[src/verilog/soc_pkg.sv]
package soc_pkg;

    // ------------------------------
    // bus geometry
    // ------------------------------

    localparam int ADR_W  = 32;          // byte address width on the master bus.
    localparam int DATA_W = 32;          // one bus word.
    localparam int SEL_W  = DATA_W / 8;  // one select bit per byte lane.

    // ------------------------------
    // address map, byte addresses
    // ------------------------------

    // A window matches when (adr & MASK) == BASE.
    localparam logic [ADR_W-1:0] GPIO_BASE = 32'h0000_0200;
    localparam logic [ADR_W-1:0] GPIO_MASK = 32'hffff_fff0;  // four words.
    localparam logic [ADR_W-1:0] SEG7_BASE = 32'h0000_0100;
    localparam logic [ADR_W-1:0] SEG7_MASK = 32'hffff_fff8;  // two words.

    // the RAM mask depends on RAM_ABITS and is built in the decoder.
    localparam logic [ADR_W-1:0] RAM_BASE  = 32'h0000_1000;

    // ------------------------------
    // register word offsets
    // ------------------------------

    localparam logic [1:0] GPIO_REG_OUT = 2'd0;  // output latch.
    localparam logic [1:0] GPIO_REG_OE  = 2'd1;  // output enable, 1 drives the pin.
    localparam logic [1:0] GPIO_REG_IN  = 2'd2;  // synchronized pin state, read only.

    localparam logic SEG7_REG_VALUE  = 1'b0;     // four hex digits in bits 15:0.
    localparam logic SEG7_REG_ENABLE = 1'b1;     // one enable bit per digit.

    // Read data of the default slave.
    localparam logic [DATA_W-1:0] UNMAPPED_DATA = '1;

endpackage

[src/verilog/gpio_port.sv]
`timescale 1ns/10ps

module gpio_port #(
    parameter int GPIO_COUNT = 24
) (
    input  logic                          clk_i,
    input  logic                          rst_i,
    input  logic [1:0]                    adr_i,
    input  logic [soc_pkg::DATA_W-1:0]    dat_i,
    input  logic                          we_i,
    input  logic                          stb_i,
    input  logic [GPIO_COUNT-1:0]         gpio_in_i,
    output logic [soc_pkg::DATA_W-1:0]    dat_o,
    output logic [GPIO_COUNT-1:0]         gpio_out_o,
    output logic [GPIO_COUNT-1:0]         gpio_oe_o
);

    logic [GPIO_COUNT-1:0] out_q;
    logic [GPIO_COUNT-1:0] oe_q;
    logic [GPIO_COUNT-1:0] sync1_q;
    logic [GPIO_COUNT-1:0] sync2_q;

    // ------------------------------
    // output side
    // ------------------------------

    always_ff @(posedge clk_i) begin
        if (rst_i) begin
            out_q <= '0;
            oe_q  <= '0;                   // all pins start as inputs.
        end else if (stb_i && we_i) begin
            if (adr_i == soc_pkg::GPIO_REG_OUT) begin
                out_q <= dat_i[GPIO_COUNT-1:0];
            end else if (adr_i == soc_pkg::GPIO_REG_OE) begin
                oe_q <= dat_i[GPIO_COUNT-1:0];
            end
        end
    end

    assign gpio_out_o = out_q;
    assign gpio_oe_o  = oe_q;

    // ------------------------------
    // input side
    // ------------------------------

    // Pins are asynchronous to clk_i, two flops settle them.
    always_ff @(posedge clk_i) begin
        sync1_q <= gpio_in_i;
        sync2_q <= sync1_q;
    end

    always_comb begin
        dat_o = '0;                        // offset 3 and unused upper bits read zero.
        case (adr_i)
            soc_pkg::GPIO_REG_OUT: dat_o[GPIO_COUNT-1:0] = out_q;
            soc_pkg::GPIO_REG_OE:  dat_o[GPIO_COUNT-1:0] = oe_q;
            soc_pkg::GPIO_REG_IN:  dat_o[GPIO_COUNT-1:0] = sync2_q;
            default:               dat_o = '0;
        endcase
    end

endmodule

[config.mk]
export PLATFORM = sky130hd
export DESIGN_NAME = gpio_port
export DESIGN_NICKNAME = d
export VERILOG_FILES = /design/src/verilog/soc_pkg.sv /design/src/verilog/gpio_port.sv
export SDC_FILE = /design/constraint.sdc
export NUM_CORES = 1
export LEC_CHECK = 0
export BUFFER_PORTS_ARGS = -buffer_cell sky130_fd_sc_hd__buf_2
export CAP_MARGIN = 15
export CORE_AREA = 2 2 88 90
export DETAILED_ROUTE_END_ITERATION = 12
export DIE_AREA = 0 0 90 92
export GPL_TIMING_DRIVEN = 0
export PLACE_DENSITY = 0.9
export SYNTH_ARGS = -nofsm -noshare
export SYNTH_HDL_FRONTEND = slang
export SYNTH_SLANG_ARGS = --single-unit
[constraint.sdc]
create_clock -name clk_i -period 3.8 [get_ports clk_i]
set_input_delay 1.14 -clock clk_i [delete_from_list [all_inputs] [get_ports clk_i]]
set_output_delay 1.14 -clock clk_i [all_outputs]
set_load 0.03 [all_outputs]
-- Word level (Yosys, flattened, before mapping)
Index checks and enable logic that the tools add are counted.
- bitwise gates (word level): 1
- equal/unequal tests: 2
- mux-type cells: 1
- reduce and logical (&&, ||, !) cells: 4
- operator list (cell ; number):
    case mux 24 bit (3 select lines) ; 1
    AND reduction 3 bit ; 1
    == test 2 x 1 -> 1 bit (second input constant) ; 1
    == test 2 bit (second input constant) ; 1
    zero test 2 bit ; 1
    AND reduction 2 bit ; 1
    logical AND 1 bit ; 1
    NOT 1 bit ; 1
- logic and storage cells: 12
- input bits: 62
- flip-flop bits (word level): 96
- output and inout bits: 80

-- Longest topological paths before layout
- depth in word-level cells: 3
- gate-level depth with buffers: 5
- depth with buffers taken out: 2

-- Worst setup path after synthesis
OpenSTA, ideal clock, no wires.
- kind: input-to-output
- start: input port adr_i[0]
- end: output port dat_o[10] (netlist bit)
- setup slack: 0.518 ns
- path buffers: 2
- arrival time: 2.142 ns
- data required time: 2.660 ns
- stages on the path: 4
- path through: buf_6 -> buf_2 -> mux2i_1 -> o2bb2ai_1
- longest elaborated chain between the ends: 2
- elaborated cells on any way between the ends: 4
- classes of those cells: eq/ne (2); mux (1); reduce/logical (1)
- ends and longest elaborated chain (what ; RTL line ; text):
    start: declaration ; gpio_port.sv:8 ; input logic [1:0] adr_i,
    == test 2 bit (tied with other cells) ; gpio_port.sv:55 ; case (adr_i)
    case mux 24 bit (3 select lines) (*) ; gpio_port.sv:55 ;
    end: declaration ; gpio_port.sv:13 ; output logic [soc_pkg::DATA_W-1:0] dat_o,
Every way passes the cells marked *; elsewhere a longest branch is shown, timed or not.

-- Worst setup path after layout
- start: input port adr_i[1]
- end: output port dat_o[4] (netlist bit)
The elaborated chain is that of the path after synthesis.

==> flow_summary.yaml <==
setup_path:
  endpoint_kind: "output pin"
  slowest_delay_ps: 280
  crit_path_start_kind: "input port"
  critical_path_class: "in -> out"
  reg2reg_slack_ps: 3120
  critical_path.max_fanout: 10
  cp_data_arrival_time_ps: 2300
  path_cells: "buf_6, nor2b_1, clkbuf_1, buf_4, o2bb2ai_1, buf_2"
  crit_slowest_cell: "clkbuf_1"
  required_ps: 2660
  crit_family: "buffers and inverters"
  reg2reg_depth: 2
  reg2reg_to: "gpio_oe_o[9]"
  crit_buf_inv: 4
  r2r-start: "gpio_oe_o[9]"
timing:
  fmax_ghz: 0.291
  grt_setup_unrepaired: "false"
  tns_ps: 0
  fin_crit_sh_pct: 90.5
  setup_violations: 0
  relSlewSlack_pct: 59.7
  worst_pin_slew_ps: 605
  hold_viol: 0
  min_period_ps: 3440
  drv_slew: 0
  finalClockSkew_ps: 2.31
cells_and_area:
  drive_gt1_share_pct: 35.8
  final_cells: 546
  final_common_cell: "buf_2"
  most-common-layout-cells: "buf_2 (125), dfxtp_1 (96), mux2i_1 (72), nand2b_1 (72), o2bb2ai_1 (24)"
  area_growth_pct: 26.9
  diodes: 0
  nets: 501
clock_tree:
  cts_tree: "done"
  insertion_delay_ps: 350
  cts_buffer_depth: 2
  cts.htree.levels: 3
  cts_hold_buffers: 0
  cts_num_sinks: 96
  cts-resized-gates: 0
  clockRootBuffer: "clkbuf_8"
  clk_pin_slew_ps: 90
  post_cts_buffers: 0
  numCtsBuffers: 9
detailed_routing:
  wl_per_cell_um: 15.4
  drc: 0
  dr.pass1.iters: 4
  drt_iter0_drc: 87
  via_per_inst: 4.82
  routed_wl_mm: 8.43
  drtAntennaViolNets: 0
  vias: 2630
placement:
  dp.cells: 530
  hpwl_mm: 6.11
  port_buffers: 122
  place_congestion: 0.776
grt:
  grt-ovfl-total: 0
  antenna_found_initial: 0
  grt_max_degree: 17
  grt_usage_pct: 20.3
  first_global_vias: 2701
  grt_pass1_wl_mm: 13.2
worst_hold_path:
  min_from: "sync1_q[13]"
  hold_class: "reg -> reg"
  whs_path_depth: 0
  holdPathEnd: "sync2_q[13]"
logic_synthesis:
  synth_warnings: 0
  ys_ff_latch: 96
  avgSynthCellArea_sq_um: 12.0
  synth_seq_area_share_pct: 53.8
  synth_area_sq_mm: 0.00357
  syn_inst: 299
  synthDistinctLibCells: 13
die:
  core_sq_mm: 0.00745
  die_height_um: 92
  rows: 32
  initial_core_util_pct: 48.0
  io_pins: 142
  die_w_um: 90
  dieArea_sq_mm: 0.00828
run:
  drv_cap: 0
pwr:
  cellPowerDensity_mw_per_mm2: 427
  p_leak_nw: 2.21
  peakVddDrop_v: 0.000257
status:
  status: "finished, final reports clean"
==> kinds of logic after synthesis <==
logic type	after synthesis	share of synthesized area, %
buffers and inverters	31	6.37
AO/OA/AOI/OAI	24	5.88
other	1	0.105
multiplexers	72	20.2
flip-flops	96	53.8
AND/OR/NAND/NOR	75	13.7
==> metal layers <==
layer / part of all wire [%] / vias to the layer above / track usage (%)
met5: 0 / - / 0
met4: 1.1 / 0 / 7.69
met3: 4.0 / 9 / 3.12
met2: 53 / 74 / 38.0
met1: 42 / 1266 / 23.4
li1: - / 1281 / -
==> power breakdown <==
| group | total (W) | switching (W) | internal (W) |
|---|---|---|---|
| registers | 0.00106 | 0.0000158 | 0.00104 |
| clock network | 0.000658 | 0.000353 | 0.000304 |
| logic | 0.000220 | 0.000131 | 0.0000892 |
==> synthesized netlist by cell type <==
cell type / count / area [sq um]
buf_12: 2 / 40.0
buf_2: 3 / 15.0
buf_4: 10 / 75.1
buf_6: 5 / 56.3
clkbuf_1: 11 / 41.3
conb_1: 1 / 3.75
dfxtp_1: 96 / 1920
mux2i_1: 72 / 721
nand2b_1: 72 / 450
nand4b_1: 1 / 8.76
nor2b_1: 1 / 6.26
nor4bb_4: 1 / 25.0
o2bb2ai_1: 24 / 210
==> per-stage QoR <==
step | hold WS [ps] | utilization, % | area, sq um | power (W) | setup slack (ps)
floorplan | 310 | - | 3600 | 0.00123 | 518
global placement | 310 | 58.3 | 4340 | 0.00130 | 392
detailed placement | 312 | 58.3 | 4340 | 0.00130 | 368
CTS | 335 | 60.9 | 4540 | 0.00195 | 365
global route | 338 | 60.9 | 4540 | 0.00200 | 287
finish | 333 | 60.9 | 4540 | 0.00194 | 361
==> final cells by class <==
| cell class | count | area [sq um] |
|---|---|---|
| flip-flops and latches | 96 | 1920 |
| fillers | 652 | 2910 |
| clock inverters | 7 | 72.6 |
| plain buffers | 31 | 228 |
| clock buffers | 9 | 124 |
| repair buffers | 122 | 611 |
| multi-input cells | 179 | 1450 |
| well taps | 102 | 128 |
==> how the worst max path moves through the flow <==
| stage | end | cells past startpoint | startpoint | slack (ps) |
|---|---|---|---|---|
| 2_1_floorplan | dat_o[10] | 4 | adr_i[0] | 520 |
| 3_3_place_gp | dat_o[8] | 6 | adr_i[1] | 390 |
| 3_5_place_dp | dat_o[4] | 6 | adr_i[1] | 370 |
| 4_1_cts | dat_o[4] | 6 | adr_i[1] | 370 |
| 5_1_grt | dat_o[4] | 6 | adr_i[1] | 290 |
| 6_report | dat_o[4] | 6 | adr_i[1] | 360 |
==> flip-flops by register name (all words and copies together), names as in the netlist <==
name	cells
gpio_oe_o	24
gpio_out_o	24
sync1_q	24
sync2_q	24
==> worst reg2reg max path: cells and delay by family (launching register included) <==
kind | cells | cell delay, ps
flip-flops | 1 | 380
AND/OR/NAND/NOR | 1 | 80
multiplexers | 1 | 150
Power figures use the tool's default switching activity.
