<file path="config.mk">
export PLATFORM = sky130hd
export DESIGN_NAME = bus_decoder
export DESIGN_NICKNAME = d
export VERILOG_FILES = /design/src/verilog/soc_pkg.sv /design/src/verilog/bus_decoder.sv
export SDC_FILE = /design/constraint.sdc
export NUM_CORES = 1
export LEC_CHECK = 0
export BUFFER_PORTS_ARGS = -buffer_cell sky130_fd_sc_hd__buf_4
export CORE_AREA = 5 5 94 96
export DETAILED_ROUTE_END_ITERATION = 16
export DIE_AREA = 0 0 99 101
export GPL_TIMING_DRIVEN = 0
export PLACE_DENSITY_LB_ADDON = 0.2
export SYNTH_ARGS = -nofsm -noshare
export SYNTH_HDL_FRONTEND = slang
export SYNTH_SLANG_ARGS = --single-unit
</file>
<file path="constraint.sdc">
create_clock -name clk_i -period 1.3 [get_ports clk_i]
set_input_delay 0.13 -clock clk_i [delete_from_list [all_inputs] [get_ports clk_i]]
set_output_delay 0.13 -clock clk_i [all_outputs]
set_load 0.005 [all_outputs]
</file>
<file path="src/verilog/soc_pkg.sv">
package soc_pkg;

    // ------------------------------
    // bus geometry
    // ------------------------------

    localparam int ADR_W  = 32;          // byte address width on the master bus.
    localparam int DATA_W = 32;          // one bus word.
    localparam int SEL_W  = DATA_W / 8;  // one select bit per byte lane.

    // ------------------------------
    // address map, byte addresses
    // ------------------------------

    // A window matches when (adr & MASK) == BASE.
    localparam logic [ADR_W-1:0] GPIO_BASE = 32'h0000_0200;
    localparam logic [ADR_W-1:0] GPIO_MASK = 32'hffff_fff0;  // four words.
    localparam logic [ADR_W-1:0] SEG7_BASE = 32'h0000_0100;
    localparam logic [ADR_W-1:0] SEG7_MASK = 32'hffff_fff8;  // two words.

    // the RAM mask depends on RAM_ABITS and is built in the decoder.
    localparam logic [ADR_W-1:0] RAM_BASE  = 32'h0000_1000;

    // ------------------------------
    // register word offsets
    // ------------------------------

    localparam logic [1:0] GPIO_REG_OUT = 2'd0;  // output latch.
    localparam logic [1:0] GPIO_REG_OE  = 2'd1;  // output enable, 1 drives the pin.
    localparam logic [1:0] GPIO_REG_IN  = 2'd2;  // synchronized pin state, read only.

    localparam logic SEG7_REG_VALUE  = 1'b0;     // four hex digits in bits 15:0.
    localparam logic SEG7_REG_ENABLE = 1'b1;     // one enable bit per digit.

    // Read data of the default slave.
    localparam logic [DATA_W-1:0] UNMAPPED_DATA = '1;

endpackage

</file>
<file path="src/verilog/bus_decoder.sv">
`timescale 1ns/10ps

module bus_decoder #(
    parameter int RAM_ABITS = 10
) (
    input  logic                          clk_i,
    input  logic                          rst_i,
    // master side
    input  logic [soc_pkg::ADR_W-1:0]     adr_i,
    input  logic [soc_pkg::DATA_W-1:0]    dat_i,
    input  logic                          we_i,
    input  logic [soc_pkg::SEL_W-1:0]     sel_i,
    input  logic                          stb_i,
    input  logic                          cyc_i,
    output logic [soc_pkg::DATA_W-1:0]    dat_o,
    output logic                          ack_o,
    // slave side
    output logic [RAM_ABITS-1:0]          word_adr_o,
    output logic [soc_pkg::DATA_W-1:0]    wdat_o,
    output logic                          we_o,
    output logic [soc_pkg::SEL_W-1:0]     sel_o,
    output logic                          ram_stb_o,
    output logic                          seg_stb_o,
    output logic                          gpio_stb_o,
    input  logic [soc_pkg::DATA_W-1:0]    ram_dat_i,
    input  logic                          ram_ack_i,
    input  logic [soc_pkg::DATA_W-1:0]    seg_dat_i,
    input  logic [soc_pkg::DATA_W-1:0]    gpio_dat_i
);

    // The RAM window spans 2**RAM_ABITS words, so clear the low byte-address bits.
    localparam logic [soc_pkg::ADR_W-1:0] RAM_MASK =
        {soc_pkg::ADR_W{1'b1}} << (RAM_ABITS + 2);

    logic stb_cyc;
    logic gpio_match, seg_match, ram_match;
    logic gpio_sel, seg_sel, ram_sel, def_sel;
    logic ram_sel_q;

    assign stb_cyc = stb_i & cyc_i;

    // ------------------------------
    // window match, in priority order
    // ------------------------------

    assign gpio_match = (adr_i & soc_pkg::GPIO_MASK) == soc_pkg::GPIO_BASE;
    assign seg_match  = (adr_i & soc_pkg::SEG7_MASK) == soc_pkg::SEG7_BASE;
    assign ram_match  = (adr_i & RAM_MASK) == soc_pkg::RAM_BASE;

    assign gpio_sel = gpio_match;
    assign seg_sel  = ~gpio_match & seg_match;
    assign ram_sel  = ~gpio_match & ~seg_match & ram_match;
    assign def_sel  = ~gpio_match & ~seg_match & ~ram_match;  // nothing else claimed it.

    assign gpio_stb_o = stb_cyc & gpio_sel;
    assign seg_stb_o  = stb_cyc & seg_sel;
    assign ram_stb_o  = stb_cyc & ram_sel;

    // shared slave request.
    assign word_adr_o = adr_i[RAM_ABITS+1:2];
    assign wdat_o     = dat_i;
    assign we_o       = we_i;
    assign sel_o      = sel_i;

    // Remember that the RAM held the bus last cycle, so its late ack is only
    // taken for the transfer that is still addressed to it.
    always_ff @(posedge clk_i) begin
        if (rst_i) begin
            ram_sel_q <= 1'b0;
        end else begin
            ram_sel_q <= ram_stb_o;
        end
    end

    // ------------------------------
    // return path
    // ------------------------------

    always_comb begin
        if (gpio_sel) begin
            dat_o = gpio_dat_i;
        end else if (seg_sel) begin
            dat_o = seg_dat_i;
        end else if (ram_sel) begin
            dat_o = ram_dat_i;
        end else begin
            dat_o = soc_pkg::UNMAPPED_DATA;     // default slave.
        end
    end

    // register slaves and the default slave answer at once.
    assign ack_o = stb_cyc &
                   ((ram_sel & ram_sel_q & ram_ack_i) | gpio_sel | seg_sel | def_sel);

endmodule

</file>
* Word-level counts from Yosys, hierarchy flattened *
Cells that the tools add are included.

storage, ports and cells
  logic and storage cells = 24
  bits of input ports = 170
  register bits = 1

cells by class
  multiplexer cells = 3
  equal/unequal tests = 3
  bitwise operators = 17

operators with widths
  cell                                                                    number
  32-bit 2-to-1 mux                                                       3
  29-bit by 6-bit equality test with 1-bit output, second input constant  1
  28-bit by 6-bit equality test with 1-bit output, second input constant  1
  20-bit by 1-bit equality test with 1-bit output, second input constant  1
  1-bit bitwise AND                                                       11
  1-bit inverter                                                          3
  1-bit OR                                                                3

* Logic depth before layout (Yosys ltp) *
  depth after elaboration = 10
  mapped depth = 5
  gate-level depth less buffers = 3

* Worst setup path after synthesis *
OpenSTA, ideal clock, no wires.

  kind = input -> output
  start = input adr_i[16] (netlist bit)
  end = output dat_o[10] (netlist bit)
  path slack = -100 ps
  data required time = 1170 ps
  arrival = 1270 ps
  stages on the path = 5
  path through = nor4_1 -> and4_1 -> clkbuf_1 -> clkbuf_1 -> o2111ai_1

between the ends
  cells in the longest elaborated chain, start to end = 7
  elaborated cells between the ends (all ways) = 11
  classes of those cells = eq/ne: 3; mux: 3; bitwise: 5

ends and longest elaborated chain
  what                                                                                                                       RTL line                              source
  from (decl)                                                                                                                bus_decoder.sv:9                      input logic [soc_pkg::ADR_W-1:0] adr_i,
  29-bit by 6-bit equality test with 1-bit output / 28-bit by 6-bit equality test with 1-bit output (equally long branches)  bus_decoder.sv:47, bus_decoder.sv:46
  1-bit inverter (on tied branches)                                                                                          bus_decoder.sv:52, bus_decoder.sv:51
  1-bit bitwise AND (2 in a row)                                                                                             bus_decoder.sv:52                     assign ram_sel = ~gpio_match & ~seg_match & ram_match;
  32-bit 2-to-1 mux                                                                                                          bus_decoder.sv:84                     end else if (ram_sel) begin
  32-bit 2-to-1 mux                                                                                                          bus_decoder.sv:82                     end else if (seg_sel) begin
  32-bit 2-to-1 mux *                                                                                                        bus_decoder.sv:80                     if (gpio_sel) begin
  to (decl)                                                                                                                  bus_decoder.sv:15                     output logic [soc_pkg::DATA_W-1:0] dat_o,

Every way passes the cells marked *; elsewhere a longest branch is shown, timed or not.

* Worst setup path in the final report *
  start = input adr_i[11] (netlist bit)
  end = output dat_o[22] (netlist bit)

The elaborated chain is that of the path after synthesis.

==> flow_metrics.tcl <==
set metrics [dict create \
    status "finished with violations" \
    failed_checks "negative setup slack" \
    design.portCount 253 \
    routed-via-count 3136 \
    gp_routability_congestion 0.801 \
    max_stage_delay_ps 600 \
    layout.cells.non_filler 602 \
    wirelength_um 11300 \
    grt_pass1_wl_um 16900 \
    detailed_place_hpwl_um 8790 \
    port-buffer-count 212 \
    antenna_found_initial 0 \
    mappedNetlistNets 443 \
    grt_max_degree 14 \
    max-vdd-ir-drop_v 0.000182 \
    netlist_instances 273 \
    fp.coreArea_um2 7970 \
    dr.pass1.iters 4 \
    layout_top_registers "ram_sel_q: 1 flops" \
    area_growth_pct 106 \
    power_density_nw_per_um2 231 \
    die_area_um2 10000 \
    crit_type "in2out" \
    mappedNetlistArea_um2 2120 \
    worst-endpoint-required_ps 1170 \
    ys_types 29 \
    mostFrequentLayoutCells "sky130_fd_sc_hd__buf_4, sky130_fd_sc_hd__nor2b_1, sky130_fd_sc_hd__o2111ai_1" \
    layout_setup_ws_ps -352 \
    crit_chain "buf_8 > or4_4 > buf_8 > a211oi_2 > o2111ai_1 > buf_4" \
    layout.nets 669 \
    cts.clk_slew.worst_paths_ps 0 \
    maxSlewViolCount 0 \
    floorplan.rows 33 \
    worst_hold_path.endpoint "ram_sel_q" \
    post_cts_hold_buffer_count 0 \
    grt_pass1_vias 3403 \
    hp-start "rst_i" \
    top_register "ram_sel_q" \
    route.detailed.wl_per_inst_um 18.8 \
    grt-ovfl-total 0 \
    cp.buffers_inverters 3 \
    worst_ep_arrival_time_ps 1520 \
    setup_viol_count_final 35 \
    worst_setup_path_end_kind "output port" \
    most_frequent_standard_cell_in_the_layout_excluding_fill_and_tap_cells "sky130_fd_sc_hd__buf_4" \
    die_x_um 99 \
    power.static_leakage_nw 1.80 \
    syn-mean-instance-area_um2 7.78 \
    worstPathMaxFanout 10 \
    antenna_violating_nets_post_route 0 \
    placement.cell_area_um2 3870 \
    relSlewSlack_pct 69.2 \
    holdCritPathClass "in2reg" \
    critPathLaunchType "input pin" \
    slowest_stage "sky130_fd_sc_hd__or4_4" \
    synth.ff_latch_count 1 \
    timing.final.hold_violations 0 \
    floorplan.initialDensity_pct 26.7 \
    seq_area_frac_synth_pct 0.942 \
    largest_register_ffs 1 \
    drive_above_1_share_pct 74.4 \
    layout.filler_cells 774 \
    timing.critical_path.mode_cell "sky130_fd_sc_hd__buf_8" \
    rsz_0062_raised_after_global_routing "true" \
    timing.final.crit_share_pct 127 \
    detailedRoute.firstIterationViolations 74 \
    post-route-drc-count 0 \
    worst_hold_path.num_cells 2 \
    detail_route.vias_per_cell 5.21 \
    post_place_setup_slack_ps -705 \
    ys.warnings.count 0 \
    final_cell_area_um2 4380 \
    die_height_um 101 \
    drv_cap 0 \
    period_minus_slack_ps 1650 \
    timing_worst_slew_pin_value_ps 460 \
    grtUsageTotal_pct 20.3 \
    placed_cells_incl_taps 590 \
    num_antenna_cells 0 \
    clock.fmax_mhz 605 \
    critical-path-top-delay-family "simple AND/OR/NAND/NOR gates" \
]
==> cells in the mapped netlist, drive strengths merged <==
library cell | instances | share of area, %
buf | 61 | 21
nor2b | 33 | 9.7
o2111ai | 32 | 13
a211oi | 31 | 18
nand4 | 31 | 9.1
or4b | 30 | 14
clkbuf | 25 | 4.5
nor4 | 7 | 2.4
nor3 | 4 | 0.94
and3b | 2 | 0.82
nand2 | 2 | 0.35
nand3 | 2 | 0.47
nor4bb | 2 | 0.94
o211ai | 2 | 0.71
or3 | 2 | 0.59
a41oi | 1 | 0.41
and4 | 1 | 0.41
dfxtp | 1 | 0.94
nand2b | 1 | 0.29
nor4b | 1 | 0.71
or3b | 1 | 0.41
or4 | 1 | 0.35
==> logic make-up (layout without fill, tap and decap cells) <==
| logic type | after synthesis | count (layout) | share of synthesized area, % |
|---|---|---|---|
| compound gates | 66 | 66 | 32.3 |
| buf+inv | 86 | 310 | 25.1 |
| flops | 1 | 1 | 0.942 |
| simple gates | 120 | 120 | 41.6 |
==> layout make-up <==
cell class                      count  area, um^2  area share (%)
Multi-Input combinational cell    186        1790            40.8
Timing Repair Buffer              227        1780            40.5
Buffer                             83         667            15.2
Tap cell                          105         131            3.00
Sequential cell                     1        20.0           0.457
==> per-layer routing <==
metal  GRT usage [%]  wire length [um]  vias to the layer above
met5               0                 0                        -
met4           0.315                17                        0
met3            4.71               906                        2
met2            40.3              6180                      140
met1            23.0              4240                     1475
li1                -                 -                     1519
==> where the power goes <==
group | internal, mW | switching [mW]
Sequential | 0.0313 | 0.00000000371
Combinational | 0.603 | 0.379
Clock | 0 | 0
==> metrics by stage <==
step	power (mW)	hold WS [ps]	setup TNS (ps)	utilization (%)
2_1_floorplan	0.369	208	-1870	-
3_3_place_gp	0.867	297	-22000	48.5
3_5_place_dp	0.880	300	-22180	48.5
4_1_cts	0.979	297	-10590	52.9
5_1_grt	1.08	312	-12230	55.0
6_report	1.01	309	-10390	55.0
==> worst max path at each step <==
stage               startpoint         to  slack [ps]  cells past startpoint
CTS                  adr_i[11]  dat_o[22]        -350                      6
global placement     adr_i[24]   dat_o[9]        -690                      7
floorplan            adr_i[11]   dat_o[3]         -80                      5
detailed placement    adr_i[4]  dat_o[13]        -710                      6
global route         adr_i[11]  dat_o[22]        -410                      6
finish               adr_i[11]  dat_o[22]        -350                      6
==> what timing repair did <==
item                       in CTS  in global routing
cloned                          4                  1
setup buffers                   6                  4
gates resized for setup        83                 32
setup endpoints to repair      36                 37
pin swaps                      26                  6
Power figures use the tool's default switching activity.
