File: src/verilog/soc_pkg.sv
package soc_pkg;

    // ------------------------------
    // bus geometry
    // ------------------------------

    localparam int ADR_W  = 32;          // byte address width on the master bus.
    localparam int DATA_W = 32;          // one bus word.
    localparam int SEL_W  = DATA_W / 8;  // one select bit per byte lane.

    // ------------------------------
    // address map, byte addresses
    // ------------------------------

    // A window matches when (adr & MASK) == BASE.
    localparam logic [ADR_W-1:0] GPIO_BASE = 32'h0000_0200;
    localparam logic [ADR_W-1:0] GPIO_MASK = 32'hffff_fff0;  // four words.
    localparam logic [ADR_W-1:0] SEG7_BASE = 32'h0000_0100;
    localparam logic [ADR_W-1:0] SEG7_MASK = 32'hffff_fff8;  // two words.

    // the RAM mask depends on RAM_ABITS and is built in the decoder.
    localparam logic [ADR_W-1:0] RAM_BASE  = 32'h0000_1000;

    // ------------------------------
    // register word offsets
    // ------------------------------

    localparam logic [1:0] GPIO_REG_OUT = 2'd0;  // output latch.
    localparam logic [1:0] GPIO_REG_OE  = 2'd1;  // output enable, 1 drives the pin.
    localparam logic [1:0] GPIO_REG_IN  = 2'd2;  // synchronized pin state, read only.

    localparam logic SEG7_REG_VALUE  = 1'b0;     // four hex digits in bits 15:0.
    localparam logic SEG7_REG_ENABLE = 1'b1;     // one enable bit per digit.

    // Read data of the default slave.
    localparam logic [DATA_W-1:0] UNMAPPED_DATA = '1;

endpackage

File: src/verilog/seg7_display.sv
`timescale 1ns/10ps

module seg7_display #(
    parameter int SCAN_BITS = 4
) (
    input  logic                          clk_i,
    input  logic                          rst_i,
    input  logic                          adr_i,
    input  logic [soc_pkg::DATA_W-1:0]    dat_i,
    input  logic                          we_i,
    input  logic                          stb_i,
    output logic [soc_pkg::DATA_W-1:0]    dat_o,
    output logic [7:0]                    seg_o,
    output logic [3:0]                    an_o
);

    logic [15:0]          value_q;
    logic [3:0]           enable_q;
    logic [SCAN_BITS-1:0] scan_q;
    logic [1:0]           digit_q;
    logic [3:0]           nibble;
    logic                 digit_on;

    // Segment pattern in the order g f e d c b a, one means lit.
    function automatic logic [6:0] hex_font(input logic [3:0] hex);
        case (hex)
            4'h0:    hex_font = 7'h3f;
            4'h1:    hex_font = 7'h06;
            4'h2:    hex_font = 7'h5b;
            4'h3:    hex_font = 7'h4f;
            4'h4:    hex_font = 7'h66;
            4'h5:    hex_font = 7'h6d;
            4'h6:    hex_font = 7'h7d;
            4'h7:    hex_font = 7'h07;
            4'h8:    hex_font = 7'h7f;
            4'h9:    hex_font = 7'h6f;
            4'ha:    hex_font = 7'h77;
            4'hb:    hex_font = 7'h7c;  // lower case b.
            4'hc:    hex_font = 7'h39;
            4'hd:    hex_font = 7'h5e;  // lower case d.
            4'he:    hex_font = 7'h79;
            default: hex_font = 7'h71;
        endcase
    endfunction

    // ------------------------------
    // bus registers
    // ------------------------------

    always_ff @(posedge clk_i) begin
        if (rst_i) begin
            value_q  <= '0;
            enable_q <= '0;
        end else if (stb_i && we_i) begin
            if (adr_i == soc_pkg::SEG7_REG_VALUE) begin
                value_q <= dat_i[15:0];
            end else begin
                enable_q <= dat_i[3:0];
            end
        end
    end

    assign dat_o = (adr_i == soc_pkg::SEG7_REG_VALUE) ? {16'h0000, value_q}
                                                      : {28'h0000000, enable_q};

    // ------------------------------
    // digit scan
    // ------------------------------

    always_ff @(posedge clk_i) begin
        if (rst_i) begin
            scan_q  <= '0;
            digit_q <= 2'd0;
        end else begin
            scan_q <= scan_q + 1'b1;
            if (&scan_q) begin
                digit_q <= digit_q + 2'd1;  // next digit once the prescaler wraps.
            end
        end
    end

    assign nibble   = value_q[4*digit_q +: 4];
    assign digit_on = enable_q[digit_q];

    // Anodes and segments are active low, the decimal point stays dark.
    assign an_o  = digit_on ? ~(4'b0001 << digit_q) : 4'b1111;
    assign seg_o = digit_on ? {1'b1, ~hex_font(nibble)} : 8'hff;

endmodule

File: config.mk
export PLATFORM = sky130hd
export DESIGN_NAME = seg7_display
export DESIGN_NICKNAME = d
export VERILOG_FILES = /design/src/verilog/soc_pkg.sv /design/src/verilog/seg7_display.sv
export SDC_FILE = /design/constraint.sdc
export NUM_CORES = 1
export LEC_CHECK = 0
export BUFFER_PORTS_ARGS = -buffer_cell sky130_fd_sc_hd__buf_2
export CAP_MARGIN = 20
export CORE_ASPECT_RATIO = 1.25
export CORE_MARGIN = 3
export CORE_UTILIZATION = 49
export CTS_BUF_LIST = sky130_fd_sc_hd__clkbuf_8 sky130_fd_sc_hd__clkbuf_16
export DETAILED_ROUTE_END_ITERATION = 6
export PLACE_DENSITY_LB_ADDON = 0.1
export SYNTH_ARGS = -nofsm -noshare
export SYNTH_HDL_FRONTEND = slang
export SYNTH_SLANG_ARGS = --single-unit
File: constraint.sdc
create_clock -name clk_i -period 6.4 [get_ports clk_i]
set_input_delay 0.96 -clock clk_i [delete_from_list [all_inputs] [get_ports clk_i]]
set_output_delay 0.96 -clock clk_i [all_outputs]
set_load 0.02 [all_outputs]
Yosys cells after proc, flatten, opt, wreduce, memory -nomap -nowiden
Memory sizes are Yosys's and may differ from the RTL's.
Index checks and enable logic that the tools add are counted.
- register bits after elaboration: 26
- memory bits (read-only): 112
- input port bits: 37
- output and inout bits: 44
- logic and storage cells: 22
- memories kept: 1
- memory list (memory ; depth ; bits a word ; rd ports ; clocked after memory_dff ; wr ports ; line ; text):
    (no name shown) ; 16 ; 7 ; 1 ; 0 ; 0 ; seg7_display.sv:26 ; case (hex)
- add/subtract/negate cells: 2
- $lt $le $gt $ge: 1
- shifts and indexed selects: 2
- muxes and demuxes: 5
- bitwise operators: 3
- reduce and logical (&&, ||, !) cells: 4
- operator list (kind ; number):
    2-to-1 mux 16 bit ; 1
    variable part select 16 x 5 -> 4 bit ; 1
    2-to-1 mux 7 bit ; 1
    inverter 7 bit ; 1
    adder 4 x 1 -> 4 bit (second input constant) ; 1
    2-to-1 mux 4 bit ; 1
    inverter 4 bit ; 1
    AND reduction 2 bit ; 2
    AND reduction 4 bit ; 1
    left shift 1 x 2 -> 4 bit (first input constant) ; 1
    < comparator 2 x 3 -> 1 bit (second input constant) ; 1
    adder 2 x 1 -> 2 bit (second input constant) ; 1
    binary-select mux 1 bit (select 2 bit) ; 1
    logical AND 1 bit ; 1
    2-to-1 mux 1 bit ; 1
    inverter 1 bit ; 1

Longest topological paths before layout
An unclocked memory read counts as a cell.
- depth after elaboration: 4
- gate-level depth with buffers: 7
- depth with buffers taken out: 6

Worst setup path before layout
Ideal clock, no wire load.
- path type: register to output
- start point: register digit_q[0]
- end point: output port seg_o[3]
- arrival: 1991 ps
- required time: 5440 ps
- setup slack: 3449 ps
- stages on the path, launching flop included: 8
- path buffers: 1
- path through: dfxtp_1 > buf_6 > mux4_2 > inv_1 > ha_1 > inv_1 > mux4_2 > nand2b_1
- word-level cells in the longest chain between the ends: 4
- elaborated cells on any way between the ends: 6
- those cells by class: shift: 1; mux: 3; bitwise: 1; memory: 1
- ends and longest elaborated chain (item ; line ; text):
    from (decl) ; seg7_display.sv:20 ; logic [1:0] digit_q;
    from (signal assigned) ; seg7_display.sv:77 ; digit_q <= digit_q + 2'd1;
    variable part select 16 x 5 -> 4 bit ; seg7_display.sv:82 ; assign nibble = value_q[4*digit_q +: 4];
    memory read (16 x 7 bit) ; - ;
    inverter 7 bit ; seg7_display.sv:87 ; assign seg_o = digit_on ? {1'b1, ~hex_font(nibble)} : 8'hff;
    2-to-1 mux 7 bit (*) ; seg7_display.sv:87 ;
    to (decl) ; seg7_display.sv:13 ; output logic [7:0] seg_o,
Every way passes the cells marked *; elsewhere a longest branch is shown, timed or not. The select of a mux whose other input is x is not followed.

Final worst setup path
Same ends and word-level chain as after synthesis.

==> impl_metrics.env <==
export IMPL_run_status="finished, final reports clean"
export IMPL_largest_net_degree_at_the_start_of_global_routing=27
export IMPL_numPortBuffers=47
export IMPL_min_path_type="reg2reg"
export IMPL_comb_power_share_pct=16.2
export IMPL_worst_ir_drop_vdd_v=0.000209
export IMPL_setup_tns_ns=0
export IMPL_overflow=0
export IMPL_number_of_global_route_vias_before_repair=1268
export IMPL_hpwlAfterDp_mm=2.65
export IMPL_via_count=1345
export IMPL_holdBufCountCts=0
export IMPL_num_antenna_cells=0
export IMPL_synthesis_instances=192
export IMPL_core_region_area_mm2=0.00306
export IMPL_share_clk_of_total_power_pct=31.7
export IMPL_htreeDepth=1
export IMPL_worstSetupPathType="reg2out"
export IMPL_final_net_count=279
export IMPL_syn_area_per_cell_um2=8.50
export IMPL_postSynthRegisterBits=26
export IMPL_tritoncts="done"
export IMPL_ys_async_sr_fraction_pct=0
export IMPL_achievable_frequency_ghz=0.280
export IMPL_globalRouteMet3Util_pct=2.22
export IMPL_cts_repair_timing_setup_buffer_count=0
export IMPL_arrival_time_worst_endpoint_ns=2.61
export IMPL_initial_core_util_pct=53.4
export IMPL_crit_path_start_kind="flop"
export IMPL_net_switching_power_mw=0.0875
export IMPL_tritoncts_num_sinks=26
export IMPL_finalCoreUtilization_pct=60.3
export IMPL_cts_root_buf="clkbuf_8"
export IMPL_remaining_drc_errors=0
export IMPL_synth_cell_area_mm2=0.00163
export IMPL_power_report_internal_total_mw=0.241
export IMPL_drive_gt1_share_pct=27.4
export IMPL_layout_common_cells="buf_2 (47), nand2_1 (39), dfxtp_1 (26), a21oi_1 (18), conb_1 (17)"
export IMPL_setup_violations=0
export IMPL_globalRouteMet1Util_pct=21.3
export IMPL_cts_reportedPaths_clkPinSlew_ns=0.08
export IMPL_timing_final_hold_violations=0
export IMPL_detail_route_wl_per_cell_um=13.2
export IMPL_detail_route_antenna_nets=0
export IMPL_timing_critical_path_cells="mux4_2, inv_1, ha_1, inv_1, mux4_2, nand2b_1, buf_2"
export IMPL_synth_yosys_seq_area_share_pct=31.9
export IMPL_boundaryPins=81
export IMPL_cellPowerDensity_mw_per_mm2=178
export IMPL_reg2reg_slack_ns=4.99
export IMPL_track_usage_pct=17.5
export IMPL_vias_per_cell=5.06
export IMPL_switching_share_pct=26.6
export IMPL_power_leakage_nw=0.821
export IMPL_gp_congestion=0.880
export IMPL_layout_cells_most_common="buf_2"
export IMPL_fp_dieH_um=70.5
export IMPL_critical_path_required_ns=5.44
export IMPL_post_route_period_util_pct=55.7
export IMPL_die_width_um=57.6
export IMPL_rows=22
export IMPL_clock_path_buffers=2
export IMPL_power_frac_seq_pct=52.1
export IMPL_critical_path_slowest_cell="mux4_2"
export IMPL_flow_area_growth_from_synthesis_pct=13.0
export IMPL_synth_enable_flop_cells=0
export IMPL_global_route_usage_met2_pct=31.2
export IMPL_grt_pass1_wl_mm=5.71
export IMPL_detailedRoute_firstIterationViolations=57
export IMPL_totalWireLength_mm=3.52
export IMPL_worstSkewPairLatency_ns=0.26
export IMPL_synth_top_flop_cell="dfxtp_1"
export IMPL_fp_dieArea_mm2=0.00406
export IMPL_synthDistinctLibCells=26
export IMPL_grt_antenna_before_repair=0
export IMPL_cts_inserted_buffers=3
export IMPL_crit_path_end_kind="output port"
export IMPL_cts_resized=0
export IMPL_max_stage_delay_ns=0.64
export IMPL_yosys_warnings=0
export IMPL_first_pass_iters=4
export IMPL_max_cap_violations=0
export IMPL_fin_worst_skew_ns=0.000136
export IMPL_critPathMaxFanout=8
export IMPL_layout_min_cycle_time_ns=3.57
export IMPL_rsz0062_at_grt="no"
export IMPL_gr_max_usage_layer="met2"
export IMPL_final_max_slew_viol_count=0
## final timing paths
check,startpoint,to,cells after the start
min,scan_q[0],scan_q[0],1
max reg2reg,digit_q[0],digit_q[1],4
min reg2reg,scan_q[0],scan_q[0],1
max,digit_q[0],seg_o[3],7
## state kept, by name, indices dropped and copies added, names as in the netlist
signal / flops
digit_q: 2
value_q: 16
enable_q: 4
scan_q: 4
## cells by family (layout without fill, tap and decap cells)
| group | count (synthesis) | in the layout | share of synthesized area [%] |
|---|---|---|---|
| AOI/OAI and AO/OA | 25 | 25 | 8.82 |
| adders and majority gates | 11 | 11 | 8.44 |
| muxes | 17 | 17 | 15.6 |
| other | 2 | 17 | 0.460 |
| DFF | 26 | 26 | 31.9 |
| xor gates and xnor gates | 3 | 3 | 1.61 |
| and+or+nand+nor | 72 | 72 | 20.0 |
| buffers and inverters | 36 | 59 | 13.1 |
## power groups by stage
| stage | logic [mW] | clock network [mW] | registers [mW] |
|---|---|---|---|
| finish | 0.0532 | 0.104 | 0.171 |
| global route | 0.0584 | 0.116 | 0.172 |
| CTS | 0.0528 | 0.109 | 0.171 |
| detailed placement | 0.0526 | 0 | 0.175 |
| global placement | 0.0510 | 0 | 0.175 |
| floorplan | 0.0467 | 0 | 0.174 |
## critical path, delay by kind of cell (launching register included)
kind	cells	cell delay, ns
adders and majority gates	1	0.15
buffers and inverters	3	0.36
DFF	1	0.61
muxes	2	1.08
and+or+nand+nor	1	0.15
## per-layer routing
metal / wire length [µm] / part of all wire, %
met1: 1480 / 42
met3: 226 / 6.4
met5: 0 / 0
met2: 1780 / 51
met4: 38 / 1.1
## final cells by class
type | count | area [µm²]
clock buffers | 4 | 55.1
inverters | 7 | 26.3
flip-flops and latches | 26 | 520
multi-input cells | 145 | 953
well taps | 36 | 45.0
repair buffers | 48 | 243
fillers | 297 | 1210
## stage by stage
| stage | power (mW) | cells | cell area [µm²] | worst slack, ns | hold slack [ns] |
|---|---|---|---|---|---|
| 6_report | 0.329 | 266 | 1840 | 2.83 | 0.449 |
| 5_1_grt | 0.346 | 266 | 1840 | 2.63 | 0.472 |
| 4_1_cts | 0.333 | 265 | 1840 | 2.79 | 0.454 |
| 3_5_place_dp | 0.228 | 261 | 1780 | 3.10 | 0.438 |
| 3_3_place_gp | 0.226 | 261 | 1780 | 3.16 | 0.428 |
| 2_1_floorplan | 0.221 | 207 | 1690 | 3.45 | 0.418 |
## Yosys cell counts, types with 3 or more instances
cell | n | area, µm²
a21oi_1 | 18 | 90.1
buf_4 | 17 | 128
clkbuf_1 | 10 | 37.5
dfxtp_1 | 26 | 521
ha_1 | 11 | 138
inv_1 | 7 | 26.3
mux2_2 | 5 | 56.3
mux2i_1 | 6 | 60.1
mux4_2 | 5 | 113
nand2_1 | 39 | 146
nand2b_1 | 3 | 18.8
nand3_1 | 3 | 15.0
nor2_1 | 10 | 37.5
nor2b_1 | 14 | 87.6
o221ai_1 | 4 | 35.0
Note: power is estimated with default switching activity, not from simulation.
